**config.mk**
```make
export PLATFORM = sky130hd
export DESIGN_NAME = blockBuilder
export DESIGN_NICKNAME = d
export VERILOG_FILES = /design/src/verilog/md5Pkg.sv /design/src/verilog/searchPkg.sv /design/src/verilog/blockBuilder.sv
export SDC_FILE = /design/constraint.sdc
export NUM_CORES = 1
export LEC_CHECK = 0
export ABC_AREA = 0
export BUFFER_PORTS_ARGS = -buffer_cell sky130_fd_sc_hd__buf_2
export CORE_AREA = 3 3 556 558
export CTS_BUF_LIST = sky130_fd_sc_hd__clkbuf_2
export DETAILED_ROUTE_END_ITERATION = 10
export DIE_AREA = 0 0 559 561
export GPL_ROUTABILITY_DRIVEN = 0
export GPL_TIMING_DRIVEN = 0
export SYNTH_ARGS = -nofsm -noshare
export SYNTH_HDL_FRONTEND = slang
export SYNTH_SLANG_ARGS = --single-unit
```
**constraint.sdc**
```tcl
create_clock -name clk -period 0.8 [get_ports clk]
set_input_delay 0.2 -clock clk [delete_from_list [all_inputs] [get_ports clk]]
set_output_delay 0.2 -clock clk [all_outputs]
set_load 0.01 [all_outputs]
```
**src/verilog/md5Pkg.sv**
```systemverilog
////////////////////
// MD5 algorithm definitions shared by the hash pipeline
// state word layout, the message block with its two views,
// the standard initial values and the per-step constant tables
// import with md5Pkg::* in the module header
////////////////////
package md5Pkg;

	localparam int stepCount = 64;	// steps in one MD5 block

	typedef logic [31:0] md5Word;

	// a sits in the low word so the state reads directly as the digest
	typedef struct packed
	{
		md5Word d;
		md5Word c;
		md5Word b;
		md5Word a;
	} md5State;

	// one 512 bit message block
	// bytes[0] is the first message byte and the low byte of words[0]
	typedef union packed
	{
		md5Word [15:0] words;	// step view
		logic [63:0][7:0] bytes;	// padder view
	} msgBlock;

	localparam md5State md5Init = '{
		a: 32'h67452301,
		b: 32'hefcdab89,
		c: 32'h98badcfe,
		d: 32'h10325476
	};

	//////////////////// additive constants, floor(abs(sin(i+1)) * 2^32)
	localparam md5Word stepAdd [0:63] = '{
		32'hd76aa478, 32'he8c7b756, 32'h242070db, 32'hc1bdceee,	// round 1
		32'hf57c0faf, 32'h4787c62a, 32'ha8304613, 32'hfd469501,
		32'h698098d8, 32'h8b44f7af, 32'hffff5bb1, 32'h895cd7be,
		32'h6b901122, 32'hfd987193, 32'ha679438e, 32'h49b40821,
		32'hf61e2562, 32'hc040b340, 32'h265e5a51, 32'he9b6c7aa,	// round 2
		32'hd62f105d, 32'h02441453, 32'hd8a1e681, 32'he7d3fbc8,
		32'h21e1cde6, 32'hc33707d6, 32'hf4d50d87, 32'h455a14ed,
		32'ha9e3e905, 32'hfcefa3f8, 32'h676f02d9, 32'h8d2a4c8a,
		32'hfffa3942, 32'h8771f681, 32'h6d9d6122, 32'hfde5380c,	// round 3
		32'ha4beea44, 32'h4bdecfa9, 32'hf6bb4b60, 32'hbebfbc70,
		32'h289b7ec6, 32'heaa127fa, 32'hd4ef3085, 32'h04881d05,
		32'hd9d4d039, 32'he6db99e5, 32'h1fa27cf8, 32'hc4ac5665,
		32'hf4292244, 32'h432aff97, 32'hab9423a7, 32'hfc93a039,	// round 4
		32'h655b59c3, 32'h8f0ccc92, 32'hffeff47d, 32'h85845dd1,
		32'h6fa87e4f, 32'hfe2ce6e0, 32'ha3014314, 32'h4e0811a1,
		32'hf7537e82, 32'hbd3af235, 32'h2ad7d2bb, 32'heb86d391
	};

	//////////////////// left rotate amounts
	localparam logic [4:0] stepShift [0:63] = '{
		5'd7, 5'd12, 5'd17, 5'd22, 5'd7, 5'd12, 5'd17, 5'd22,
		5'd7, 5'd12, 5'd17, 5'd22, 5'd7, 5'd12, 5'd17, 5'd22,
		5'd5, 5'd9, 5'd14, 5'd20, 5'd5, 5'd9, 5'd14, 5'd20,
		5'd5, 5'd9, 5'd14, 5'd20, 5'd5, 5'd9, 5'd14, 5'd20,
		5'd4, 5'd11, 5'd16, 5'd23, 5'd4, 5'd11, 5'd16, 5'd23,
		5'd4, 5'd11, 5'd16, 5'd23, 5'd4, 5'd11, 5'd16, 5'd23,
		5'd6, 5'd10, 5'd15, 5'd21, 5'd6, 5'd10, 5'd15, 5'd21,
		5'd6, 5'd10, 5'd15, 5'd21, 5'd6, 5'd10, 5'd15, 5'd21
	};

endpackage

```
**src/verilog/searchPkg.sv**
```systemverilog
////////////////////
// search data definitions
// candidate words, runtime configuration, the item that travels
// down the hash pipeline and the result stream record
////////////////////
package searchPkg;

	import md5Pkg::*;

	localparam int maxCandidateLen = 8;	// keeps padding inside one block

	// byte 0 is the first character, unused bytes are zero
	typedef logic [maxCandidateLen-1:0][7:0] candidate;

	typedef struct packed
	{
		logic [7:0] rangeMin;	// lowest character code
		logic [7:0] rangeMax;	// highest character code
		logic [127:0] targetDigest;	// little endian, first byte in [7:0]
	} searchConfig;

	// one pipeline slot, valid low marks a bubble
	typedef struct packed
	{
		logic valid;
		md5State state;	// running a, b, c, d
		msgBlock block;	// padded message, constant along the chain
		candidate word;	// plain text travels with its hash
	} pipeItem;

	typedef struct packed
	{
		logic valid;	// one cycle strobe per hashed candidate
		logic [127:0] digest;
		candidate word;
	} searchResult;

endpackage

```
**src/verilog/blockBuilder.sv**
```systemverilog
`timescale 1ns/1ps
////////////////////
// MD5 padder, one cycle
// puts a short candidate into a single message block with the 80h marker
// and the bit length, and loads the standard initial state
////////////////////
module blockBuilder import md5Pkg::*; import searchPkg::*; #(
	parameter int unsigned candidateLen = 4
) (
	input  logic    clk,
	input  logic    resetGenerator,
	input  pipeItem inItem,
	output pipeItem outItem
);

	localparam logic [63:0] msgBits = 64'(candidateLen * 8);	// message length in bits

	msgBlock padded;
	logic validQ;
	md5State stateQ;
	msgBlock blockQ;
	candidate wordQ;

	//////////////////// padding through the byte view
	always_comb
	begin
		padded = '0;
		for (int i = 0; i < candidateLen; i++)
		begin
			padded.bytes[i] = inItem.word[i];
		end
		padded.bytes[candidateLen] = 8'h80;	// marker right after the text
		for (int j = 0; j < 8; j++)
		begin
			padded.bytes[56 + j] = msgBits[8*j +: 8];	// little endian length
		end
	end

	always_ff @(posedge clk or negedge resetGenerator)
	begin
		if (!resetGenerator)
			validQ <= 1'b0;
		else
			validQ <= inItem.valid;
	end

	always_ff @(posedge clk)
	begin
		if (inItem.valid)
		begin
			stateQ <= md5Init;
			blockQ <= padded;
		end
		else
		begin
			stateQ <= inItem.state;	// bubble goes through as is
			blockQ <= inItem.block;
		end
		wordQ <= inItem.word;
	end

	assign outItem = '{valid: validQ, state: stateQ, block: blockQ, word: wordQ};

endmodule

```
==> results of run 1 <==
-- cell families after synthesis --
logic type / synth area share
simple gates: 0.214
buf+inv: 0.0172
mux: 0.0191
flops: 0.749
-- per-stage QoR --
stage / cells / hold slack (ps) / utilization
global placement: 6928 / -25.1 / 0.104
detailed placement: 6928 / -24.2 / 0.104
floorplan: 1417 / -95.6 / -
==> impl_metrics.tcl, run 1 <==
set metrics [dict create \
    fp-row-count 203 \
    ys_top_cells_by_area "dfxtp_1, nor2b_1, and2b_1" \
    post-place-ws_ps -1100 \
    error "[ERROR RSZ-0060] Max buffer count reached." \
    dp_hpwl_mm 221 \
    place_area_um2 31600 \
    ys_types 10 \
    yosysMostFrequentCell "dfxtp_1" \
    ys_top_cells_by_count "dfxtp_1, nor2b_1, and2b_1" \
    h-tree-depth 4 \
    async_reset_ff_frac 0.00142 \
    clockBufferDepth 4 \
    synthesis.instances 1417 \
    synth_seq_area_share 0.749 \
    io_pins 1412 \
    cts-root-buf "clkbuf_2" \
    synth_edf_count 0 \
    cts_hold_buf 1459 \
    ys.warnings.count 0 \
    stop_stage "4_1_cts" \
    synth_area_um2 18800 \
    synth_top_area_cell "dfxtp_1" \
    status "did not finish" \
    post-cts-setup-buffers 0 \
    start_util 0.0618 \
    cts_resized 1811 \
    synth_top_area_share 0.748 \
    cts_buffers 209 \
    avgSynthCellArea_um2 13.3 \
    die_w_um 559 \
    synth-seq-cells 705 \
    fp.dieH_um 561 \
    io_buffers 1411 \
    clkSinkCount 705 \
    synthFlopType "dfxtp_1" \
    synth_nets 2124 \
]
==> run 2, diff against run 1 <==
--- a/config.mk
+++ b/config.mk
@@ -7,12 +7,12 @@
 export LEC_CHECK = 0
 export ABC_AREA = 0
 export BUFFER_PORTS_ARGS = -buffer_cell sky130_fd_sc_hd__buf_2
-export CORE_AREA = 3 3 556 558
-export CTS_BUF_LIST = sky130_fd_sc_hd__clkbuf_2
+export CORE_AREA = 3 3 547 549
 export DETAILED_ROUTE_END_ITERATION = 10
-export DIE_AREA = 0 0 559 561
+export DIE_AREA = 0 0 550 552
 export GPL_ROUTABILITY_DRIVEN = 0
 export GPL_TIMING_DRIVEN = 0
+export PLACE_DENSITY_LB_ADDON = 0.15
 export SYNTH_ARGS = -nofsm -noshare
 export SYNTH_HDL_FRONTEND = slang
 export SYNTH_SLANG_ARGS = --single-unit
==> impl_metrics.tcl, run 2 <==
set metrics [dict create \
    status "complete, but fails checks" \
    failed_checks "setup timing" \
    regMostFlops "blockQ" \
    setup_viol 711 \
    avgSynthCellArea_um2 13.3 \
    path_cells "buf_6" \
    ys_top_cells_by_count "dfxtp_1, nor2b_1, and2b_1" \
    cts-root-buf "clkbuf_16" \
    power_density_nw_per_um2 2150 \
    hold_viol_final 0 \
    cts_buffers 103 \
    drv_cap 0 \
    totalWireLength_mm 179 \
    vdd_drop_max_uv 1400 \
    h-tree-depth 3 \
    io_pins 1412 \
    hp-class "in2reg" \
    grt_pass1_wl_mm 223 \
    postLayoutSetupSlackWorst_ps -740 \
    synth_top_area_share 0.748 \
    fp.dieArea_um2 304000 \
    die_w_um 550 \
    grt_pass1_vias 21500 \
    holdPathStages 2 \
    path_buf_inv 1 \
    synth_edf_count 0 \
    grt.overflow.total 0 \
    clockBufferDepth 4 \
    drive_above_1_share 0.621 \
    synth_top_area_cell "dfxtp_1" \
    cts_tree "done" \
    final_cells 7697 \
    crit_path_end_kind "output pin" \
    gr-usage-all-layers 0.113 \
    grt_max_degree 20 \
    syn2layout_area_growth_pct 152 \
    critical_path.top_delay_family "flip-flops" \
    async_reset_ff_frac 0.00142 \
    nNetsFinal 4383 \
    maxSlewHeadroom 0.588 \
    fin_crit_ps 1540 \
    yosysMostFrequentCell "dfxtp_1" \
    power_mw 102 \
    final_common_cell "buf_2" \
    p_leak_nw 20.4 \
    cp-start-kind "flop" \
    antenna_found_initial 63 \
    min_from "inItem[61]" \
    rsz0062_at_grt "yes" \
    worstSetupPathType "reg2out" \
    tightest_slew_ps 616 \
    num_vias 19100 \
    fmax_mhz 650 \
    avgRoutedWirePerCell_um 23.3 \
    synthFlopType "dfxtp_1" \
    largest_reg_flops 512 \
    fp-row-count 199 \
    ys_types 10 \
    synthesis.instances 1417 \
    dp_hpwl_mm 154 \
    arrival_ps 1340 \
    remaining_drc_errors 0 \
    synth_nets 2124 \
    final-max-slew-violation-count 0 \
    core_region_area_um2 294000 \
    synth_seq_area_share 0.749 \
    clk_pin_slew_ps 60 \
    final_cell_mix "buf_2, dlygate4sd3_1, dfxtp_2" \
    drt_iter0_drc 620 \
    worst-path-max-fanout 1 \
    synth-seq-cells 705 \
    start_util 0.0640 \
    synth_area_um2 18800 \
    fp.dieH_um 552 \
    clkSinkCount 705 \
    dp.cells 6747 \
    ant_nets 0 \
    drt_pass1_iterations 4 \
    ys_top_cells_by_area "dfxtp_1, nor2b_1, and2b_1" \
    vias_per_cell 2.49 \
    worst_path_largest_cell_delay_ps 380 \
    io_buffers 1411 \
    required_ps 600 \
    hold_end "outItem[61]" \
    ys.warnings.count 0 \
    critPathSlowestCell "dfxtp_4" \
    fin_crit_sh 1.92 \
]
[run 2: cell counts after synthesis]
No cell type changed its count.
[run 2: worst max-delay path by stage]
stage / startpoint / end / slack [ps] / cells after the start
3_5_place_dp: inItem[704] / blockQ[16] / -1180 / 4
2_1_floorplan: inItem[704] / outItem[585] / -170 / 4
5_1_grt: blockQ[375] / outItem[439] / -830 / 1
3_3_place_gp: inItem[704] / blockQ[16] / -1180 / 4
6_report: blockQ[375] / outItem[439] / -740 / 1
4_1_cts: blockQ[375] / outItem[439] / -880 / 1
[run 2: kinds of logic (layout without fill, tap and decap cells)]
kind of cell           Yosys count  count (layout)  synth area share
DFF                            705             705             0.749
and+or+nand+nor                608             608             0.214
buffers and inverters           72            2411            0.0172
muxes                           32              32            0.0191
other                            0              22                 0
[run 2: what timing repair did]
action | 4_1_cts | 5_1_grt
hold buffers | 744 | 0
gates cloned | 0 | 1
buffers inserted | 0 | 0
gates resized for setup | 1443 | 249
hold endpoints to repair | 706 | 0
endpoints found under the setup margin | 738 | 708
[run 2: cell type report]
type / count / area, µm²
Buffer: 70 / 876
Clock inverter: 39 / 568
Sequential cell: 705 / 14900
Fill cell: 33000 / 247000
Timing Repair Buffer: 2156 / 18700
Clock buffer: 146 / 2990
Multi-Input combinational cell: 640 / 4420
Tap cell: 3919 / 4900
Antenna cell: 22 / 55.1
[run 2: metrics by stage]
step	util	instance area [µm²]	hold WS [ps]	setup WS (ps)	setup TNS, ps
detailed placement	0.107	31400	-23.7	-1180	-393350
global placement	0.107	31400	-23.7	-1180	-389140
floorplan	-	19400	-95.6	-170	-32770
global route	0.161	47400	35.0	-831	-511860
CTS	0.158	46500	0.289	-876	-534420
finish	0.161	47500	99.6	-740	-444420
[run 2: power breakdown]
| group | total [mW] | switching (mW) | internal, mW |
|---|---|---|---|
| combinational | 14.9 | 6.57 | 8.34 |
| sequential | 38.4 | 1.05 | 37.4 |
| clock | 48.8 | 19.0 | 29.8 |
| total | 102 | 26.6 | 75.5 |
[run 2: routing by layer]
metal  up-vias  GRT usage  share of wire
met5         -          0         0.0012
met4        34     0.0478          0.045
met3       254     0.0642           0.14
met2      1121      0.188           0.47
met1      8849      0.115           0.35
li1       8872          -              -
(Power assumes the default switching activity.)
