--- config.mk ---
export PLATFORM = sky130hd
export DESIGN_NAME = md5Step
export DESIGN_NICKNAME = d
export VERILOG_FILES = /design/src/verilog/md5Pkg.sv /design/src/verilog/searchPkg.sv /design/src/verilog/md5Step.sv
export SDC_FILE = /design/constraint.sdc
export NUM_CORES = 1
export LEC_CHECK = 0
export ABC_AREA = 1
export CAP_MARGIN = 25
export CORE_AREA = 2 2 549 551
export CTS_CLUSTER_DIAMETER = 100
export DETAILED_ROUTE_END_ITERATION = 10
export DIE_AREA = 0 0 551 553
export DONT_BUFFER_PORTS = 1
export REMOVE_ABC_BUFFERS = 1
export SYNTH_ARGS = -nofsm -noshare
export SYNTH_HDL_FRONTEND = slang
export SYNTH_SLANG_ARGS = --single-unit
--- constraint.sdc ---
create_clock -name clk -period 0.8 [get_ports clk]
set_clock_uncertainty 0.15 [all_clocks]
set_input_delay 0.2 -clock clk [delete_from_list [all_inputs] [get_ports clk]]
set_output_delay 0.2 -clock clk [all_outputs]
set_load 0.02 [all_outputs]
--- src/verilog/md5Pkg.sv ---
////////////////////
// MD5 algorithm definitions shared by the hash pipeline
// state word layout, the message block with its two views,
// the standard initial values and the per-step constant tables
// import with md5Pkg::* in the module header
////////////////////
package md5Pkg;

	localparam int stepCount = 64;	// steps in one MD5 block

	typedef logic [31:0] md5Word;

	// a sits in the low word so the state reads directly as the digest
	typedef struct packed
	{
		md5Word d;
		md5Word c;
		md5Word b;
		md5Word a;
	} md5State;

	// one 512 bit message block
	// bytes[0] is the first message byte and the low byte of words[0]
	typedef union packed
	{
		md5Word [15:0] words;	// step view
		logic [63:0][7:0] bytes;	// padder view
	} msgBlock;

	localparam md5State md5Init = '{
		a: 32'h67452301,
		b: 32'hefcdab89,
		c: 32'h98badcfe,
		d: 32'h10325476
	};

	//////////////////// additive constants, floor(abs(sin(i+1)) * 2^32)
	localparam md5Word stepAdd [0:63] = '{
		32'hd76aa478, 32'he8c7b756, 32'h242070db, 32'hc1bdceee,	// round 1
		32'hf57c0faf, 32'h4787c62a, 32'ha8304613, 32'hfd469501,
		32'h698098d8, 32'h8b44f7af, 32'hffff5bb1, 32'h895cd7be,
		32'h6b901122, 32'hfd987193, 32'ha679438e, 32'h49b40821,
		32'hf61e2562, 32'hc040b340, 32'h265e5a51, 32'he9b6c7aa,	// round 2
		32'hd62f105d, 32'h02441453, 32'hd8a1e681, 32'he7d3fbc8,
		32'h21e1cde6, 32'hc33707d6, 32'hf4d50d87, 32'h455a14ed,
		32'ha9e3e905, 32'hfcefa3f8, 32'h676f02d9, 32'h8d2a4c8a,
		32'hfffa3942, 32'h8771f681, 32'h6d9d6122, 32'hfde5380c,	// round 3
		32'ha4beea44, 32'h4bdecfa9, 32'hf6bb4b60, 32'hbebfbc70,
		32'h289b7ec6, 32'heaa127fa, 32'hd4ef3085, 32'h04881d05,
		32'hd9d4d039, 32'he6db99e5, 32'h1fa27cf8, 32'hc4ac5665,
		32'hf4292244, 32'h432aff97, 32'hab9423a7, 32'hfc93a039,	// round 4
		32'h655b59c3, 32'h8f0ccc92, 32'hffeff47d, 32'h85845dd1,
		32'h6fa87e4f, 32'hfe2ce6e0, 32'ha3014314, 32'h4e0811a1,
		32'hf7537e82, 32'hbd3af235, 32'h2ad7d2bb, 32'heb86d391
	};

	//////////////////// left rotate amounts
	localparam logic [4:0] stepShift [0:63] = '{
		5'd7, 5'd12, 5'd17, 5'd22, 5'd7, 5'd12, 5'd17, 5'd22,
		5'd7, 5'd12, 5'd17, 5'd22, 5'd7, 5'd12, 5'd17, 5'd22,
		5'd5, 5'd9, 5'd14, 5'd20, 5'd5, 5'd9, 5'd14, 5'd20,
		5'd5, 5'd9, 5'd14, 5'd20, 5'd5, 5'd9, 5'd14, 5'd20,
		5'd4, 5'd11, 5'd16, 5'd23, 5'd4, 5'd11, 5'd16, 5'd23,
		5'd4, 5'd11, 5'd16, 5'd23, 5'd4, 5'd11, 5'd16, 5'd23,
		5'd6, 5'd10, 5'd15, 5'd21, 5'd6, 5'd10, 5'd15, 5'd21,
		5'd6, 5'd10, 5'd15, 5'd21, 5'd6, 5'd10, 5'd15, 5'd21
	};

endpackage

--- src/verilog/searchPkg.sv ---
////////////////////
// search data definitions
// candidate words, runtime configuration, the item that travels
// down the hash pipeline and the result stream record
////////////////////
package searchPkg;

	import md5Pkg::*;

	localparam int maxCandidateLen = 8;	// keeps padding inside one block

	// byte 0 is the first character, unused bytes are zero
	typedef logic [maxCandidateLen-1:0][7:0] candidate;

	typedef struct packed
	{
		logic [7:0] rangeMin;	// lowest character code
		logic [7:0] rangeMax;	// highest character code
		logic [127:0] targetDigest;	// little endian, first byte in [7:0]
	} searchConfig;

	// one pipeline slot, valid low marks a bubble
	typedef struct packed
	{
		logic valid;
		md5State state;	// running a, b, c, d
		msgBlock block;	// padded message, constant along the chain
		candidate word;	// plain text travels with its hash
	} pipeItem;

	typedef struct packed
	{
		logic valid;	// one cycle strobe per hashed candidate
		logic [127:0] digest;
		candidate word;
	} searchResult;

endpackage

--- src/verilog/md5Step.sv ---
`timescale 1ns/1ps
////////////////////
// one registered MD5 step
// stepIndex picks the round function, the message word and the constants,
// so 64 copies in a row hash one block per clock
////////////////////
module md5Step import md5Pkg::*; import searchPkg::*; #(
	parameter int stepIndex = 0	// 0 to 63
) (
	input  logic    clk,
	input  logic    resetGenerator,
	input  pipeItem inItem,
	output pipeItem outItem
);

	localparam int round = stepIndex / 16;
	// message word schedule per round
	localparam int msgIndex = (round == 0) ? stepIndex :
		(round == 1) ? (5 * stepIndex + 1) % 16 :
		(round == 2) ? (3 * stepIndex + 5) % 16 :
		(7 * stepIndex) % 16;
	localparam md5Word addConst = stepAdd[stepIndex];
	localparam logic [4:0] rot = stepShift[stepIndex];

	md5State s;	// incoming state
	md5Word mix;	// round function
	md5Word sum;
	md5Word rotated;
	md5State nextState;
	logic validQ;
	md5State stateQ;
	msgBlock blockQ;
	candidate wordQ;

	assign s = inItem.state;

	always_comb
	begin
		case (round)
			0: mix = (s.b & s.c) | (~s.b & s.d);	// F
			1: mix = (s.d & s.b) | (~s.d & s.c);	// G
			2: mix = s.b ^ s.c ^ s.d;	// H
			default: mix = s.c ^ (s.b | ~s.d);	// I
		endcase
		sum = s.a + mix + addConst + inItem.block.words[msgIndex];
		rotated = (sum << rot) | (sum >> (32 - rot));	// rotate left, rot never 0
		// words shift one place, only b gets new data
		nextState = '{a: s.d, b: s.b + rotated, c: s.b, d: s.c};
	end

	always_ff @(posedge clk or negedge resetGenerator)
	begin
		if (!resetGenerator)
			validQ <= 1'b0;
		else
			validQ <= inItem.valid;
	end

	always_ff @(posedge clk)
	begin
		stateQ <= inItem.valid ? nextState : inItem.state;	// bubbles untouched
		blockQ <= inItem.block;
		wordQ <= inItem.word;
	end

	assign outItem = '{valid: validQ, state: stateQ, block: blockQ, word: wordQ};

endmodule

* Word level (Yosys, flattened, before mapping)
Index checks and enable logic that the tools add are counted.
** Cells by class
- Add/subtract/negate cells :: 4
- $mul :: 0
- Div/mod/pow operators :: 0
- $lt $le $gt $ge :: 0
- Eq/ne operators :: 0
- Shift-type cells :: 0
- Multiplexer cells :: 1
- Bitwise operators :: 5
- Reductions and logical operators :: 0
** Operators with widths (count)
- $mux 128 :: 1
- $add 32x32->32 :: 3
- $and 32x32->32 :: 2
- $add 32x32->32 const B :: 1
- $not 32->32 :: 1
- $or 32x32->32 :: 1
- $or 32x7->32 :: 1
** Word-level totals
- Bits in registers :: 705
- Bits in latches :: 0
- Bits in writable memories :: 0
- ROM bits :: 0
- Input port bits :: 707
- Output and inout bits :: 705
- Memories kept :: 0

* Depth between registers and ports, before layout
Gate-level depths: netlist of run 1.
- Depth after elaboration :: 9
- Mapped depth :: 33
- Mapped depth without buffers :: 33

* Least setup slack after synthesis of run 1
OpenSTA, ideal clock, no wires.
- Path type :: input -> register
- Start point :: in inItem[649] (netlist name)
- End point :: reg stateQ, in the netlist outItem[622]
- Library setup time :: 0.113 ns
- Data arrival time :: 3.765 ns
- Required time :: 0.537 ns
- Path slack :: -3.228 ns
- Stages :: 25
- Path buffers :: 0
- Cells stage by stage :: inv_1 -> nand2_1 -> o21ai_0 -> fa_1 -> inv_1 -> fa_1 -> ha_1 -> nand2_1 -> nand2_1 -> a21boi_0 -> o21ai_0 -> nand2_1 -> o211ai_1 -> xor2_1 -> ha_1 -> fa_1 -> nand3_1 -> nand2_1 -> nand2_1 -> nand2_2 -> nand4_1 -> nand2_1 -> or2_2 -> nand3_1 -> nand2_1
** Between the ends
- Word-level cells in the longest chain between the ends :: 8
** Ends and longest elaborated chain
- start: declaration :: RTL line md5Step.sv:12 : input pipeItem inItem,
- $and 32x32->32 :: RTL line md5Step.sv:40 : 0: mix = (s.b & s.c) | (~s.b & s.d);
- $or 32x32->32 :: RTL line md5Step.sv:40
- $add 32x32->32 (3 in a row) :: RTL line md5Step.sv:45 : sum = s.a + mix + addConst + inItem.block.words[msgIndex];
- $or 32x7->32 :: RTL line md5Step.sv:46 : rotated = (sum << rot) | (sum >> (32 - rot));
- $add 32x32->32 :: RTL line md5Step.sv:48 : nextState = '{a: s.d, b: s.b + rotated, c: s.b, d: s.c};
- $mux 128 :: RTL line md5Step.sv:61 : stateQ <= inItem.valid ? nextState : inItem.state;
- end signal: assignment :: RTL line md5Step.sv:61
- end: declaration :: RTL line md5Step.sv:31 : md5State stateQ;
No other way between the ends.

* Worst setup path after layout of run 1
- Start point :: in inItem[642] (netlist name)
- End point :: reg stateQ, in the netlist outItem[638]
The elaborated chain is that of the path after synthesis.

==> results_dict.tcl, run 1 <==
set metrics [dict create \
    wire_per_inst_um 30.5 \
    cts_buffers 102 \
    via_per_inst 2.89 \
    first_pass_iters 5 \
    drt_wl_total_um 252000 \
    syn_inst 1963 \
    antenna_left 0 \
    place_ws_ps -5040 \
    holdPathStages 1 \
    design_area_sq_mm 0.0597 \
    cpMostUsedCell "nand2_2" \
    finalHoldViolations 111 \
    initial_utilization 0.0707 \
    clk_pin_slew_ps 70 \
    die_width_um 551 \
    syn2layout_area_growth_pct 183 \
    max-clock-path-buffers 4 \
    grt_max_degree 152 \
    port_buffers 0 \
    syn_area_per_cell_sq_um 10.8 \
    nFillCells 32000 \
    whs_ps -572 \
    seq_area_frac_synth 0.668 \
    htree_levels 3 \
    ys.flop_type "dfxtp_1" \
    fmax_ghz 0.275 \
    drc 0 \
    path_max_fanout 3 \
    crit_arrival_ps 4190 \
    syn_area_sq_mm 0.0211 \
    antenna_found_initial 101 \
    cellPowerDensity_mw_per_mm2 2630 \
    ir_drop_mv 2.00 \
    yosysMostFrequentCell "dfxtp_1" \
    drt_iter0_drc 1494 \
    die_area_sq_mm 0.305 \
    start_kind "primary input" \
    violations "hold timing, setup timing" \
    min_path_type "in -> reg" \
    place.gp.congestion 1.06 \
    dpl_cell_area_sq_mm 0.0408 \
    crit_type "in -> reg" \
    finalCritPeriodShare 4.54 \
    rsz0062_at_grt "yes" \
    synth_edf_count 0 \
    layout_min_cycle_time_ps 3630 \
    worst_slew_pin_slew_ps 713 \
    synth.area.top_cells "dfxtp_1 (67%), nand2_1 (6.5%), ha_1 (5.3%)" \
    globalRouteTotalUtil 0.160 \
    setup_slack_ps -2830 \
    yosysTopAreaCellShare 0.667 \
    setup_viol 917 \
    die_height_um 553 \
    num_vias 23900 \
    tns_ps -683190 \
    yosysWarningCount 0 \
    first_global_vias 25800 \
    status "finished, violations left" \
    cts_root_buf "clkbuf_16" \
    slew-limit-headroom 0.520 \
    cts_tree "built" \
    dp_hpwl_um 209000 \
    cp-end-kind "flip-flop" \
    synth_commonest_cells "dfxtp_1 (704), nand2_1 (366), inv_1 (235)" \
    drive_gt1_frac 0.494 \
    num_rows 201 \
    drv_cap 0 \
    crit_slowest_cell "fa_2" \
    required_ps 1360 \
    final_nets 5026 \
    cpPeakStageDelay_ps 560 \
    cts.sinks 705 \
    synth_cell_types 46 \
    core_sq_mm 0.299 \
    io_pins 1412 \
    grt_pass1_wl_um 307000 \
    synth_area_leader_cell "dfxtp_1" \
    synth-seq-cells 705 \
    fin_util 0.200 \
    grt_overflow 0 \
    leakagePower_uw 0.0243 \
    drv_slew 0 \
    async_reset_ff_frac 0.00142 \
]
-- stage by stage --
| step | hold WS [ps] | instances | total power (uW) |
|---|---|---|---|
| after global placement | -246 | 6820 | 92600 |
| after floorplan | -246 | 1935 | 58900 |
| after global routing | -631 | 8269 | 164000 |
| after CTS | -732 | 8214 | 153000 |
| after detailed placement | -246 | 6820 | 91900 |
| final | -572 | 8288 | 157000 |
-- logic make-up after synthesis --
group,share of synthesized area
flops,0.668
simple gates,0.112
buf+inv,0.0487
compound gates,0.0690
fa+ha+maj,0.0846
xor+xnor,0.0174
-- timing repair --
item / 4_1_cts / 5_1_grt
hold buffers: 1239 / 9
pin swaps: 89 / 150
resized for setup: 1170 / 204
buffers inserted: 23 / 24
endpoints found under the hold margin: 706 / 130
endpoints found under the setup margin: 737 / 840
-- layout make-up --
| class | instances | area, sq um | share of cell area |
|---|---|---|---|
| clock buffers | 119 | 2690 | 0.0450 |
| diodes | 52 | 130 | 0.00218 |
| repair buffers | 2157 | 26700 | 0.448 |
| clock inverters | 67 | 878 | 0.0147 |
| inverters | 240 | 920 | 0.0154 |
| well taps | 3958 | 4950 | 0.0830 |
| multi-input cells | 990 | 7780 | 0.130 |
| flip-flops and latches | 705 | 15600 | 0.262 |
-- cells in the final DEF, fill, tap and decap left out, types with 22 or more instances in the layout --
| master | instances |
|---|---|
| buf_6 | 33 |
| dlygate4sd3_1 | 1248 |
| nand2_2 | 60 |
| buf_12 | 581 |
| o21ai_0 | 133 |
| a21oi_1 | 36 |
| clkbuf_16 | 102 |
| ha_1 | 49 |
| nor2_1 | 44 |
| nand2_1 | 302 |
| dfxtp_2 | 454 |
| nand3_1 | 27 |
| buf_4 | 295 |
| nor2_2 | 26 |
| inv_2 | 22 |
| diode_2 | 52 |
| nand2_4 | 27 |
| dfxtp_4 | 250 |
| inv_1 | 212 |
| ha_4 | 41 |
-- worst max-delay path, delay by kind of cell --
| family | cells | cell delay, ps |
|---|---|---|
| xor gates and xnor gates | 1 | 130 |
| and+or+nand+nor | 15 | 1340 |
| adders and majority gates | 5 | 1770 |
| buffers and inverters | 7 | 630 |
| AOI/OAI and AO/OA | 2 | 110 |
-- metal layers --
metal	wire length [um]	vias up	track usage
met5	22	-	0
met4	9270	4	0.0529
met3	20800	373	0.0531
met2	122000	1236	0.275
met1	100000	11600	0.183
li1	-	10700	-
-- registers in the layout (all words and copies together) (netlist names) --
signal and count:
outItem 192, validQ 1, blockQ 512
-- worst paths after layout --
path	from	end	slack [ps]
worst max-delay path	inItem[642]	outItem[638]	-2830
worst min-delay path	inItem[704]	outItem[654]	-570
max in group asynchronous	resetGenerator	validQ	400
min in group asynchronous	resetGenerator	validQ	-10
-- power breakdown --
| part | switching [uW] | internal (uW) | leakage, uW | total, uW |
|---|---|---|---|---|
| Sequential | 3510 | 38200 | 0.00605 | 41800 |
| Combinational | 32100 | 34200 | 0.0165 | 66300 |
| Clock | 20500 | 28200 | 0.00172 | 48800 |
Power figures use the tool's default switching activity.
==> run 2, diff against run 1 <==
--- a/config.mk
+++ b/config.mk
@@ -7,10 +7,10 @@
 export LEC_CHECK = 0
 export ABC_AREA = 1
 export CAP_MARGIN = 25
-export CORE_AREA = 2 2 549 551
+export CORE_AREA = 2 2 550 552
 export CTS_CLUSTER_DIAMETER = 100
 export DETAILED_ROUTE_END_ITERATION = 10
-export DIE_AREA = 0 0 551 553
+export DIE_AREA = 0 0 552 554
 export DONT_BUFFER_PORTS = 1
 export REMOVE_ABC_BUFFERS = 1
 export SYNTH_ARGS = -nofsm -noshare
==> results_dict.tcl, run 2 (synthesis gave the netlist of run 1 again) <==
set metrics [dict create \
    status "finished, violations left" \
    violations "hold timing, setup timing" \
    first_global_vias 25600 \
    num_rows 201 \
    grt_max_degree 152 \
    crit_type "in -> reg" \
    die_area_sq_mm 0.306 \
    final_nets 4961 \
    core_sq_mm 0.299 \
    io_pins 1412 \
    layout.cells.non_filler 8228 \
    crit_arrival_ps 4150 \
    largest_reg_flops 512 \
    finalHoldViolations 133 \
    ir_drop_mv 2.04 \
    wire_per_inst_um 30.8 \
    cpPeakStageDelay_ps 440 \
    place.gp.congestion 1.21 \
    multiInputGateArea_sq_mm 0.00793 \
    combPwrFrac 0.422 \
    port_buffers 0 \
    nFillCells 32100 \
    crit_slowest_cell "fa_1" \
    netSwitchingPower_uw 56600 \
    cellPowerDensity_mw_per_mm2 2660 \
    cts_tree "built" \
    regMostFlops "blockQ" \
    drt_wl_total_um 254000 \
    final_common_cell "dlygate4sd3_1" \
    clk_pin_slew_ps 60 \
    critPathBufInv 5 \
    initial_utilization 0.0706 \
    cts_root_buf "clkbuf_16" \
    dpl_cell_area_sq_mm 0.0398 \
    tns_ps -682060 \
    start_kind "primary input" \
    setup_slack_ps -2840 \
    rsz0062_at_grt "yes" \
    drive_gt1_frac 0.501 \
    cp-end-kind "flip-flop" \
    seqPwrFrac 0.264 \
    htree_levels 3 \
    num_vias 24100 \
    via_per_inst 2.93 \
    path_max_fanout 3 \
    antenna_left 0 \
    slew-limit-headroom 0.526 \
    whs_ps -645 \
    drv_cap 0 \
    crit_family "adder cells" \
    syn2layout_area_growth_pct 180 \
    dp_hpwl_um 210000 \
    swShare 0.360 \
    cpMostUsedCell "nand2_1" \
    drv_slew 0 \
    pwr-share-clk 0.314 \
    drt_iter0_drc 1351 \
    globalRouteTotalUtil 0.161 \
    grt_overflow 0 \
    internal_power_uw 101000 \
    design_area_sq_mm 0.0591 \
    setup_viol 918 \
    drc 0 \
    regArea_sq_mm 0.0156 \
    layout_min_cycle_time_ps 3640 \
    grt_pass1_wl_um 311000 \
    required_ps 1310 \
    die_width_um 552 \
    final_cell_mix "dlygate4sd3_1 (1233), buf_12 (567), dfxtp_2 (478), nand2_1 (294), buf_4 (269)" \
    worst_slew_pin_slew_ps 709 \
    min_path_type "in -> reg" \
    max-clock-path-buffers 4 \
    dp_cells 6748 \
    fmax_ghz 0.275 \
    cts.sinks 705 \
    leakagePower_uw 0.0240 \
    antenna_found_initial 111 \
    cts_buffers 106 \
    finalCritPeriodShare 4.55 \
    die_height_um 554 \
    fin_util 0.197 \
    first_pass_iters 5 \
]
[run 2: cell count changes in the layout (fill, tap and decap cells not counted), moves of 9 or more]
cell	change
buf_6	-14
a21oi_1	-10
dlygate4sd3_1	-15
a21oi_2	+12
o21ai_2	+9
o21ai_0	-10
buf_4	-26
nor2_4	+9
buf_12	-14
dfxtp_4	-25
dfxtp_2	+24
[run 2: worst paths after layout]
| kind | slack, ps | endpoint | from | cells past startpoint |
|---|---|---|---|---|
| min in group asynchronous | 40 | validQ | resetGenerator | 2 |
| min | -640 | outItem[652] | inItem[704] | 1 |
| max | -2840 | outItem[633] | inItem[658] | 26 |
| max in group asynchronous | 340 | validQ | resetGenerator | 2 |
[run 2: power by group through the flow]
stage          clock network [uW]  registers (uW)  logic, uW
3_5_place_dp                    0           41700      49500
6_report                    49400           41500      66400
3_3_place_gp                    0           41800      50000
2_1_floorplan                   0           43000      16000
5_1_grt                     52200           41700      70900
4_1_cts                     50800           41500      59700
[run 2: layout make-up]
cell class | instances | area share
repair buffers | 2088 | 0.439
clock inverters | 63 | 0.0129
flip-flops and latches | 705 | 0.263
multi-input cells | 990 | 0.134
inverters | 240 | 0.0159
well taps | 3958 | 0.0838
diodes | 57 | 0.00241
clock buffers | 127 | 0.0483
[run 2: what timing repair did]
item / 4_1_cts / 5_1_grt
pin swaps: 47 / 127
hold buffers: 1226 / 7
resized for setup: 1106 / 308
setup buffers: 10 / 31
gates cloned: 0 / 0
setup endpoints to repair: 737 / 860
hold endpoints to repair: 706 / 161
[run 2: routing by layer]
metal	up-vias	routed length, um	global-route usage
met1	11600	92200	0.169
met2	1418	121000	0.271
li1	10600	-	-
met4	8	11800	0.0650
met3	432	28800	0.0799
met5	-	49	0
[run 2: metrics by stage]
step / power, uW / hold WS, ps / setup WS (ps)
finish: 157000 / -645 / -2840
global route: 165000 / -688 / -3000
CTS: 152000 / -741 / -2920
detailed placement: 91200 / -245 / -4520
global placement: 91800 / -245 / -4430
floorplan: 58900 / -246 / -3240
