<file path="src/verilog/md5Pkg.sv">
////////////////////
// MD5 algorithm definitions shared by the hash pipeline
// state word layout, the message block with its two views,
// the standard initial values and the per-step constant tables
// import with md5Pkg::* in the module header
////////////////////
package md5Pkg;

	localparam int stepCount = 64;	// steps in one MD5 block

	typedef logic [31:0] md5Word;

	// a sits in the low word so the state reads directly as the digest
	typedef struct packed
	{
		md5Word d;
		md5Word c;
		md5Word b;
		md5Word a;
	} md5State;

	// one 512 bit message block
	// bytes[0] is the first message byte and the low byte of words[0]
	typedef union packed
	{
		md5Word [15:0] words;	// step view
		logic [63:0][7:0] bytes;	// padder view
	} msgBlock;

	localparam md5State md5Init = '{
		a: 32'h67452301,
		b: 32'hefcdab89,
		c: 32'h98badcfe,
		d: 32'h10325476
	};

	//////////////////// additive constants, floor(abs(sin(i+1)) * 2^32)
	localparam md5Word stepAdd [0:63] = '{
		32'hd76aa478, 32'he8c7b756, 32'h242070db, 32'hc1bdceee,	// round 1
		32'hf57c0faf, 32'h4787c62a, 32'ha8304613, 32'hfd469501,
		32'h698098d8, 32'h8b44f7af, 32'hffff5bb1, 32'h895cd7be,
		32'h6b901122, 32'hfd987193, 32'ha679438e, 32'h49b40821,
		32'hf61e2562, 32'hc040b340, 32'h265e5a51, 32'he9b6c7aa,	// round 2
		32'hd62f105d, 32'h02441453, 32'hd8a1e681, 32'he7d3fbc8,
		32'h21e1cde6, 32'hc33707d6, 32'hf4d50d87, 32'h455a14ed,
		32'ha9e3e905, 32'hfcefa3f8, 32'h676f02d9, 32'h8d2a4c8a,
		32'hfffa3942, 32'h8771f681, 32'h6d9d6122, 32'hfde5380c,	// round 3
		32'ha4beea44, 32'h4bdecfa9, 32'hf6bb4b60, 32'hbebfbc70,
		32'h289b7ec6, 32'heaa127fa, 32'hd4ef3085, 32'h04881d05,
		32'hd9d4d039, 32'he6db99e5, 32'h1fa27cf8, 32'hc4ac5665,
		32'hf4292244, 32'h432aff97, 32'hab9423a7, 32'hfc93a039,	// round 4
		32'h655b59c3, 32'h8f0ccc92, 32'hffeff47d, 32'h85845dd1,
		32'h6fa87e4f, 32'hfe2ce6e0, 32'ha3014314, 32'h4e0811a1,
		32'hf7537e82, 32'hbd3af235, 32'h2ad7d2bb, 32'heb86d391
	};

	//////////////////// left rotate amounts
	localparam logic [4:0] stepShift [0:63] = '{
		5'd7, 5'd12, 5'd17, 5'd22, 5'd7, 5'd12, 5'd17, 5'd22,
		5'd7, 5'd12, 5'd17, 5'd22, 5'd7, 5'd12, 5'd17, 5'd22,
		5'd5, 5'd9, 5'd14, 5'd20, 5'd5, 5'd9, 5'd14, 5'd20,
		5'd5, 5'd9, 5'd14, 5'd20, 5'd5, 5'd9, 5'd14, 5'd20,
		5'd4, 5'd11, 5'd16, 5'd23, 5'd4, 5'd11, 5'd16, 5'd23,
		5'd4, 5'd11, 5'd16, 5'd23, 5'd4, 5'd11, 5'd16, 5'd23,
		5'd6, 5'd10, 5'd15, 5'd21, 5'd6, 5'd10, 5'd15, 5'd21,
		5'd6, 5'd10, 5'd15, 5'd21, 5'd6, 5'd10, 5'd15, 5'd21
	};

endpackage

</file>
<file path="src/verilog/searchPkg.sv">
////////////////////
// search data definitions
// candidate words, runtime configuration, the item that travels
// down the hash pipeline and the result stream record
////////////////////
package searchPkg;

	import md5Pkg::*;

	localparam int maxCandidateLen = 8;	// keeps padding inside one block

	// byte 0 is the first character, unused bytes are zero
	typedef logic [maxCandidateLen-1:0][7:0] candidate;

	typedef struct packed
	{
		logic [7:0] rangeMin;	// lowest character code
		logic [7:0] rangeMax;	// highest character code
		logic [127:0] targetDigest;	// little endian, first byte in [7:0]
	} searchConfig;

	// one pipeline slot, valid low marks a bubble
	typedef struct packed
	{
		logic valid;
		md5State state;	// running a, b, c, d
		msgBlock block;	// padded message, constant along the chain
		candidate word;	// plain text travels with its hash
	} pipeItem;

	typedef struct packed
	{
		logic valid;	// one cycle strobe per hashed candidate
		logic [127:0] digest;
		candidate word;
	} searchResult;

endpackage

</file>
<file path="src/verilog/digestChecker.sv">
`timescale 1ns/1ps
////////////////////
// pipeline tail
// adds the initial state to finish the digest, streams every result
// and keeps the first candidate whose digest hits the target
////////////////////
module digestChecker import md5Pkg::*; import searchPkg::*; (
	input  logic         clk,
	input  logic         resetGenerator,
	input  logic [127:0] targetDigest,
	input  pipeItem      inItem,
	output searchResult  result,
	output logic         found,	// sticky until reset
	output candidate     foundWord	// first match only
);

	md5State finalState;
	logic [127:0] digest;
	logic isMatch;
	logic resultValid;
	logic [127:0] digestQ;
	candidate wordQ;

	// feed forward of the block's start state
	assign finalState = '{
		a: inItem.state.a + md5Init.a,
		b: inItem.state.b + md5Init.b,
		c: inItem.state.c + md5Init.c,
		d: inItem.state.d + md5Init.d
	};
	assign digest = finalState;	// a lands in the low bytes
	assign isMatch = inItem.valid && (digest == targetDigest);

	always_ff @(posedge clk or negedge resetGenerator)
	begin
		if (!resetGenerator)
		begin
			resultValid <= 1'b0;
			found <= 1'b0;
			foundWord <= '0;
		end
		else
		begin
			resultValid <= inItem.valid;	// bubbles give no strobe
			if (isMatch && !found)
			begin
				found <= 1'b1;
				foundWord <= inItem.word;
			end
		end
	end

	always_ff @(posedge clk)
	begin
		digestQ <= digest;
		wordQ <= inItem.word;
	end

	assign result = '{valid: resultValid, digest: digestQ, word: wordQ};

endmodule

</file>
<file path="config.mk">
export PLATFORM = sky130hd
export DESIGN_NAME = digestChecker
export DESIGN_NICKNAME = d
export VERILOG_FILES = /design/src/verilog/md5Pkg.sv /design/src/verilog/searchPkg.sv /design/src/verilog/digestChecker.sv
export SDC_FILE = /design/constraint.sdc
export NUM_CORES = 1
export LEC_CHECK = 0
export BUFFER_PORTS_ARGS = -buffer_cell sky130_fd_sc_hd__buf_2
export CELL_PAD_IN_SITES_DETAIL_PLACEMENT = 1
export CELL_PAD_IN_SITES_GLOBAL_PLACEMENT = 1
export CORE_AREA = 8 8 419 421
export DETAILED_ROUTE_END_ITERATION = 10
export DIE_AREA = 0 0 427 429
export PLACE_DENSITY = 0.42
export SKIP_CTS_REPAIR_TIMING = 1
export SLEW_MARGIN = 30
export SYNTH_ARGS = -nofsm -noshare
export SYNTH_HDL_FRONTEND = slang
export SYNTH_SLANG_ARGS = --single-unit
export TNS_END_PERCENT = 30
</file>
<file path="constraint.sdc">
create_clock -name clk -period 4.95 [get_ports clk]
set_input_delay 0.7425 -clock clk [delete_from_list [all_inputs] [get_ports clk]]
set_output_delay 0.7425 -clock clk [all_outputs]
set_load 0.01 [all_outputs]
</file>
### After elaboration in Yosys (flattened, before gate mapping)

Index checks and enable logic that the tools add are counted.

| storage, ports and cells | value |
|---|---|
| output and inout bits | 258 |
| input bits | 835 |
| logic and storage cells | 27 |
| register bits after elaboration | 258 |

| operators by class | value |
|---|---|
| add/sub/neg operators | 4 |
| equal/unequal tests | 1 |
| reduce and logical (&&, ||, !) cells | 3 |

Operator list:

| operator | number |
|---|---|
| equality test 128 bit | 1 |
| adder 32 bit, second input constant | 2 |
| adder 32 x 29 -> 32 bit, second input constant | 1 |
| adder 32 x 31 -> 32 bit, second input constant | 1 |
| logical AND 1 bit | 2 |
| zero test 1 bit | 1 |

### Longest topological paths before layout

Gate-level depths: netlist (run 1).

| depth | value |
|---|---|
| depth in word-level cells | 4 |
| gate-level depth with buffers | 15 |
| mapped depth without buffers | 12 |

### Worst setup path after synthesis (run 1)

Ideal clock, no wire load.

| timing path | value |
|---|---|
| path type | input to register |
| start | input inItem[673] in the netlist's numbering |
| end | register foundWord[0] in the netlist's numbering |
| data required time | 4.823 ns |
| stages on the path | 15 |
| arrival time | 3.963 ns |
| buffers on the path | 3 |
| path slack | 0.859 ns |
| library setup time | 0.127 ns |
| path through | inv_1 ha_1 nor2b_1 clkbuf_1 o211ai_2 a31oi_1 nor3b_1 or4_1 a2111oi_0 and4_1 nand4_1 nor4_2 buf_6 buf_8 mux2_1 |

| on the way | value |
|---|---|
| word-level cells in the longest chain between the ends | 4 |

Ends and longest elaborated chain:

| what | RTL line | source |
|---|---|---|
| start, declared | digestChecker.sv:11 | `input pipeItem inItem,` |
| adder 32 x 29 -> 32 bit | digestChecker.sv:29 | `d: inItem.state.d + md5Init.d` |
| equality test 128 bit | digestChecker.sv:32 | `assign isMatch = inItem.valid && (digest == targetDigest);` |
| logical AND 1 bit | digestChecker.sv:32 |  |
| logical AND 1 bit | digestChecker.sv:45 | `if (isMatch && !found)` |
| end signal, assigned | digestChecker.sv:48 | `foundWord <= inItem.word;` |
| end, declared | digestChecker.sv:14 | `output candidate foundWord` |

Every way passes these cells.
A chain may end at the register's enable or synchronous reset.

### Worst setup path in the final report (run 1)

| timing path | value |
|---|---|
| start | input inItem[642] in the netlist's numbering |
| end | register foundWord[1] in the netlist's numbering |

| on the way | value |
|---|---|
| word-level cells in the longest chain between the ends | 4 |

Ends and longest elaborated chain:

| what | RTL line | source |
|---|---|---|
| adder 32 bit | digestChecker.sv:28 | `c: inItem.state.c + md5Init.c,` |
| net digest[67] | digestChecker.sv:18 | `logic [127:0] digest;` |
| equality test 128 bit | digestChecker.sv:32 |  |
| logical AND 1 bit | digestChecker.sv:32 |  |
| logical AND 1 bit | digestChecker.sv:45 |  |

The timed path passes the listed nets, and every way through them passes these cells.

==> impl_metrics.ini, run 1 <==
[finish]
nNetsFinal = 3022
design_area_um2 = 22400
fill_cells = 20056
syn_to_final_growth_pct = 68.7
drive_gt1_share_pct = 47.2

[route]
vias = 14509
routed_wl_mm = 120
dr.pass1.iters = 5
drt_drc_violations_left = 0
wl_per_cell_um = 26.8
ant_nets = 0
drt_iter0_markers = 692
via_per_inst = 3.25

[sta]
finalHoldViolations = 0
rsz0062_at_grt = false
finalCritPeriodShare_pct = 93.7
min_period_ns = 4.64
finalMaxSlewViolations = 0
skew_ns = 0.0124
whs_ns = 0.171
finalSetupViolCount = 0
max-slew-margin-rel_pct = 40.6
setup_ws_ns = 0.313
worstMarginPinSlew_ns = 0.885
fmax_mhz = 216

[worst_setup_path]
critPathMaxFanout = 14
worst-path-buf-inv = 7
crit_chain = buf_2 > inv_1 > ha_1 > xor2_1 > xor2_1 > a2111oi_2 > buf_4 > nand3_1 > buf_4 > or4_1 > a2111oi_0 > buf_4 > and4_1 > nand4_1 > nor4_4 > buf_12 > buf_12 > mux2_1
cp.arrival_ns = 5.11
endpoint_kind = flip-flop
critPathLaunch = inItem[642]
cp_num_cells = 18
critPathLaunchType = input port
cpMostUsedCell = buf_4
r2r_start = found
criticalPathCategory = input port to flip-flop
crit_path_top_delay_cell = or4_1
rr_worst_depth = 13
cp_top_family = simple AND/OR/NAND/NOR gates
slowest_delay_ns = 0.62
r2r_setup_slack_ns = 1.39
cp.required_ns = 5.43

[floorplan]
ios = 1093
dieArea_um2 = 183000
start_util_pct = 7.86
die_h_um = 429
core_area_um2 = 169000
die_w_um = 427
num_rows = 151

[synthesis]
synth_area_um2 = 13200
avgSynthCellArea_um2 = 9.96
ys_types = 90
postSynth.asyncResetShare_pct = 25.6
syn_nets = 2169
netlist_instances = 1330
synth_edf_count = 0
synth-seq-cells = 258
seq_area_frac_synth_pct = 41.5
ys_warn_count = 0
synth_top_flop_cell = dfxtp_1

[place]
hpwl_mm = 108
pre_cts_ws_ns = -0.770
gp_congestion = 0.833
place_area_um2 = 20900
numPortBuffers = 580

[power]
report.power.total_mw = 6.86
p_leak_nw = 9.79
powerDensity_nw_per_um2 = 307
irDropWorstVdd_mv = 0.186

[global_route]
antenna_found_initial = 112
grt_pass1_vias = 15329
grt.overflow.total = 0
grt_max_degree = 67
grt_pass1_wl_mm = 152
track_usage_pct = 12.5

[clocking]
cts_tree = done
root_buffer = clkbuf_16
clkLatencyLatePin_ns = 0.59
cts_buffer_depth = 3
cts.reportedPaths.clkPinSlew_ns = 0.06
cts-htree-levels = 2
cts.sinks = 258
cts_inserted_buffers = 39

[run_status]
status = finished, final reports clean

[min_path]
hold_class = input port to asynchronous set/reset pin

[run]
max_cap_viol_count = 0
state kept, by name, summed over array words and instances, names as in the netlist:
signal and count:
found 1, resultValid 1, digestQ 128, result 64, foundWord 64
cell usage in the layout (no fill, tap or decap), types with 14 or more instances in the layout:
cell type,n
nor2_1,59
nand3_1,31
buf_4,296
xnor2_1,125
clkbuf_16,39
nand4_1,32
o211ai_1,14
a21oi_1,50
inv_1,40
diode_2,34
buf_2,579
o21ai_0,38
dfrtp_1,66
dfxtp_1,192
nor3_1,35
nand2_1,95
mux2_4,40
a31oi_1,14
mux2_2,17
xor2_1,81
nor4_1,22
o2111ai_1,18
stage by stage:
step	utilization, %	TNS, ns	instances
global placement	12.4	-51.88	4360
detailed placement	12.4	-45.58	4360
global route	13.2	0	4436
floorplan	-	0	1330
CTS	13.2	-3.49	4429
finish	13.3	0	4463
power breakdown:
| group | internal, mW | switching (mW) | leakage, nW |
|---|---|---|---|
| logic | 0.624 | 0.973 | 6.61 |
| registers | 2.22 | 0.0412 | 2.54 |
| clock network | 1.76 | 1.23 | 0.647 |
routing by layer:
layer,share of wire (%),global-route usage [%],vias up
met5,0.37,0,-
met4,2.1,2.14,72
met3,10,6.14,208
li1,-,-,6586
met2,50,22.6,571
met1,37,13.2,7072
cells by family after synthesis:
kind of cell    synth area share, %
compound gates                 13.8
flops                          41.5
simple gates                   17.0
fa+ha+maj                     0.378
mux                            7.12
buf+inv                        3.90
xor+xnor                       16.4
worst paths after layout:
path / endpoint
min reg2reg: foundWord[0]
max in group asynchronous: found
min in group clk: result[30]
min: foundWord[54]
max: foundWord[1]
max reg2reg: foundWord[1]
final cells by class:
type                            count  area [um^2]  share of cell area [%]
Antenna cell                       34         85.1                   0.381
Clock buffer                       50         1080                    4.82
Clock inverter                     19          244                    1.09
Inverter                           40          150                   0.672
Multi-Input combinational cell    962         7280                    32.6
Sequential cell                   258         5500                    24.6
Tap cell                         2218         2780                    12.4
Timing Repair Buffer              882         5250                    23.5
synthesized netlist by cell type (all sizes together) (8+ instances only):
library cell | number | share of area (%)
nand2 | 95 | 2.7
a2111oi | 11 | 0.73
xor2 | 81 | 5.4
o221ai | 8 | 0.53
dfrtp | 66 | 12
nor2 | 59 | 1.7
a211oi | 9 | 0.55
mux2 | 66 | 6.7
nand2b | 10 | 0.47
and3 | 10 | 0.47
or2 | 13 | 0.61
or4 | 12 | 0.68
clkbuf | 50 | 1.4
xnor2 | 125 | 8.3
o211ai | 16 | 0.98
and4 | 9 | 0.60
a31oi | 14 | 0.66
a21o | 9 | 0.51
nand4 | 32 | 1.5
dfxtp | 192 | 29
buf | 20 | 1.3
nand3 | 31 | 1.2
nand3b | 10 | 0.57
o31ai | 8 | 0.45
nor3 | 36 | 1.4
inv | 40 | 1.1
xnor3 | 11 | 1.9
or3 | 12 | 0.57
o2111ai | 18 | 1.2
a21oi | 52 | 2.0
nand4b | 8 | 0.53
nor3b | 9 | 0.51
and2 | 12 | 0.57
nor4 | 25 | 1.3
o21ai | 42 | 1.6
nor2b | 11 | 0.52
(Power assumes the default switching activity.)
==> run 2: changes to the inputs <==
--- a/config.mk
+++ b/config.mk
@@ -8,10 +8,10 @@
 export BUFFER_PORTS_ARGS = -buffer_cell sky130_fd_sc_hd__buf_2
 export CELL_PAD_IN_SITES_DETAIL_PLACEMENT = 1
 export CELL_PAD_IN_SITES_GLOBAL_PLACEMENT = 1
-export CORE_AREA = 8 8 419 421
+export CORE_AREA = 2 2 425 427
 export DETAILED_ROUTE_END_ITERATION = 10
 export DIE_AREA = 0 0 427 429
-export PLACE_DENSITY = 0.42
+export PLACE_DENSITY = 0.41
 export SKIP_CTS_REPAIR_TIMING = 1
 export SLEW_MARGIN = 30
 export SYNTH_ARGS = -nofsm -noshare
==> run 2 against run 1 <==
  * Largest cell class unchanged
  * Final cell count up 3.2%
  * Non-clock buffer count up 11
  * First-iteration DRC count down 1.6%
  * Critical path depth down 1
  * Via count down 0.92%
==> impl_metrics.ini, run 2 (synthesized netlist as in run 1, its figures left out) <==
[finish]
stdcell_count = 4605
syn_to_final_growth_pct = 71.5
fin_util_pct = 12.8
largest_register = digestQ
largest_register_ffs = 128
drive_gt1_share_pct = 47.3
multiInputGateArea_um2 = 7280
final_cell_mix = buf_2, buf_4, dfxtp_1
ff_latch_area_um2 = 5500
nNetsFinal = 3033
mostFrequentLayoutCell = buf_2
fill_cells = 21148

[sta]
finalSetupViolCount = 0
skew_ns = 0.0202
worstMarginPinSlew_ns = 0.942
finalMaxSlewViolations = 0
fmax_mhz = 213
min_period_ns = 4.69
finalHoldViolations = 0
rsz0062_at_grt = false
max-slew-margin-rel_pct = 36.7
finalCritPeriodShare_pct = 94.8

[global_route]
grt_pass1_wl_mm = 146
grt.overflow.total = 0
grt_max_degree = 67
track_usage_pct = 12.1
antenna_found_initial = 108
top_usage_layer = met2
grt_pass1_vias = 15117
met3_usage_pct = 5.03
gr-usage-met1_pct = 13.4
met2_usage_pct = 21.6

[place]
numPortBuffers = 580
hpwl_mm = 102
post-place-cells = 4508
gp_congestion = 0.842

[power]
report.power.total_mw = 6.89
pwr-share-seq_pct = 32.8
powerDensity_nw_per_um2 = 303
switchingPower_mw = 2.24
clockPowerShare_pct = 43.7
p_leak_nw = 9.87
internal_power_mw = 4.65
irDropWorstVdd_mv = 0.199
p_comb_share_pct = 23.5
swShare_pct = 32.5

[clocking]
clkLatencyLatePin_ns = 0.60
cts.reportedPaths.clkPinSlew_ns = 0.06
cts.sinks = 258
cts_tree = done
cts-htree-levels = 2
cts_inserted_buffers = 39
root_buffer = clkbuf_16
cts_buffer_depth = 3

[floorplan]
start_util_pct = 7.44
num_rows = 155
core_area_um2 = 178000
die_h_um = 429
ios = 1093
die_w_um = 427
dieArea_um2 = 183000

[worst_setup_path]
cp.arrival_ns = 5.18
endpoint_kind = flip-flop
critPathMaxFanout = 16
rr_worst_depth = 13
r2r_setup_slack_ns = 1.45
r2r_end = foundWord[2]
criticalPathCategory = input port to flip-flop
critPathLaunchType = input port
cp.required_ns = 5.43
r2r_start = found

[run_status]
status = finished, final reports clean

[route]
via_per_inst = 3.12
vias = 14375
drt_drc_violations_left = 0
dr.pass1.iters = 5
drt_iter0_markers = 681
routed_wl_mm = 114
ant_nets = 0
wl_per_cell_um = 24.8

[min_path]
hold_class = input port to asynchronous set/reset pin

[run]
max_cap_viol_count = 0
run 2: cell types whose count changed in the layout (fill, tap and decap cells not counted), sizes merged:
| cell | before | now |
|---|---|---|
| buf | 882 | 893 |
| diode | 34 | 26 |
| clkbuf | 50 | 53 |
| clkinv | 8 | 5 |
| bufinv | 4 | 5 |
| inv | 44 | 45 |
run 2: critical path, cell delays in order:
cell,delay [ns]
buf_2,0.11
inv_1,0.06
ha_1,0.23
nor2b_1,0.45
nor2_1,0.13
buf_4,0.17
xnor2_1,0.43
xnor2_1,0.22
nand4b_1,0.17
buf_4,0.19
a311o_1,0.33
a2111oi_0,0.53
nand4_1,0.34
nor4_4,0.27
buf_12,0.22
buf_12,0.20
mux2_1,0.34
run 2: final cells by class:
type                    count  share of cell area [%]
repair buffers            893                    24.0
multi-input cells         962                    32.1
clock inverters            18                    1.19
well taps                2355                    13.0
inverters                  40                   0.661
clock buffers              53                    4.66
diodes                     26                   0.286
flip-flops and latches    258                    24.2
run 2: power by group through the flow:
stage / Clock (mW) / Sequential (mW) / Combinational [mW]
2_1_floorplan: 0 / 2.37 / 0.472
3_3_place_gp: 0 / 2.30 / 1.68
3_5_place_dp: 0 / 2.30 / 1.68
4_1_cts: 3.17 / 2.26 / 1.69
5_1_grt: 3.22 / 2.27 / 1.76
6_report: 3.01 / 2.26 / 1.62
run 2: routing by layer:
layer	up-vias	share of wire, %
met5	-	0.26
met4	48	2.1
met3	182	9.4
met2	596	50
met1	6954	39
li1	6595	-
run 2: worst max path at each step:
stage | startpoint | end | slack [ns] | cells past startpoint
2_1_floorplan | inItem[673] | foundWord[0] | 0.86 | 15
3_3_place_gp | inItem[608] | foundWord[2] | -0.58 | 19
3_5_place_dp | inItem[608] | foundWord[13] | -0.60 | 19
4_1_cts | inItem[608] | foundWord[13] | 0.07 | 19
5_1_grt | inItem[673] | foundWord[0] | 0.01 | 18
6_report | inItem[673] | foundWord[2] | 0.26 | 17
run 2: through the flow:
stage / worst slack [ns] / setup TNS (ns) / cell area [um^2] / hold slack [ns]
after floorplan: 0.859 / 0 / 13200 / 0.447
after detailed placement: -0.604 / -35.21 / 21300 / 0.471
after CTS: 0.0685 / 0 / 22600 / 0.139
after global routing: 0.0107 / 0 / 22700 / 0.176
final: 0.258 / 0 / 22700 / 0.152
after global placement: -0.578 / -33.87 / 21300 / 0.463
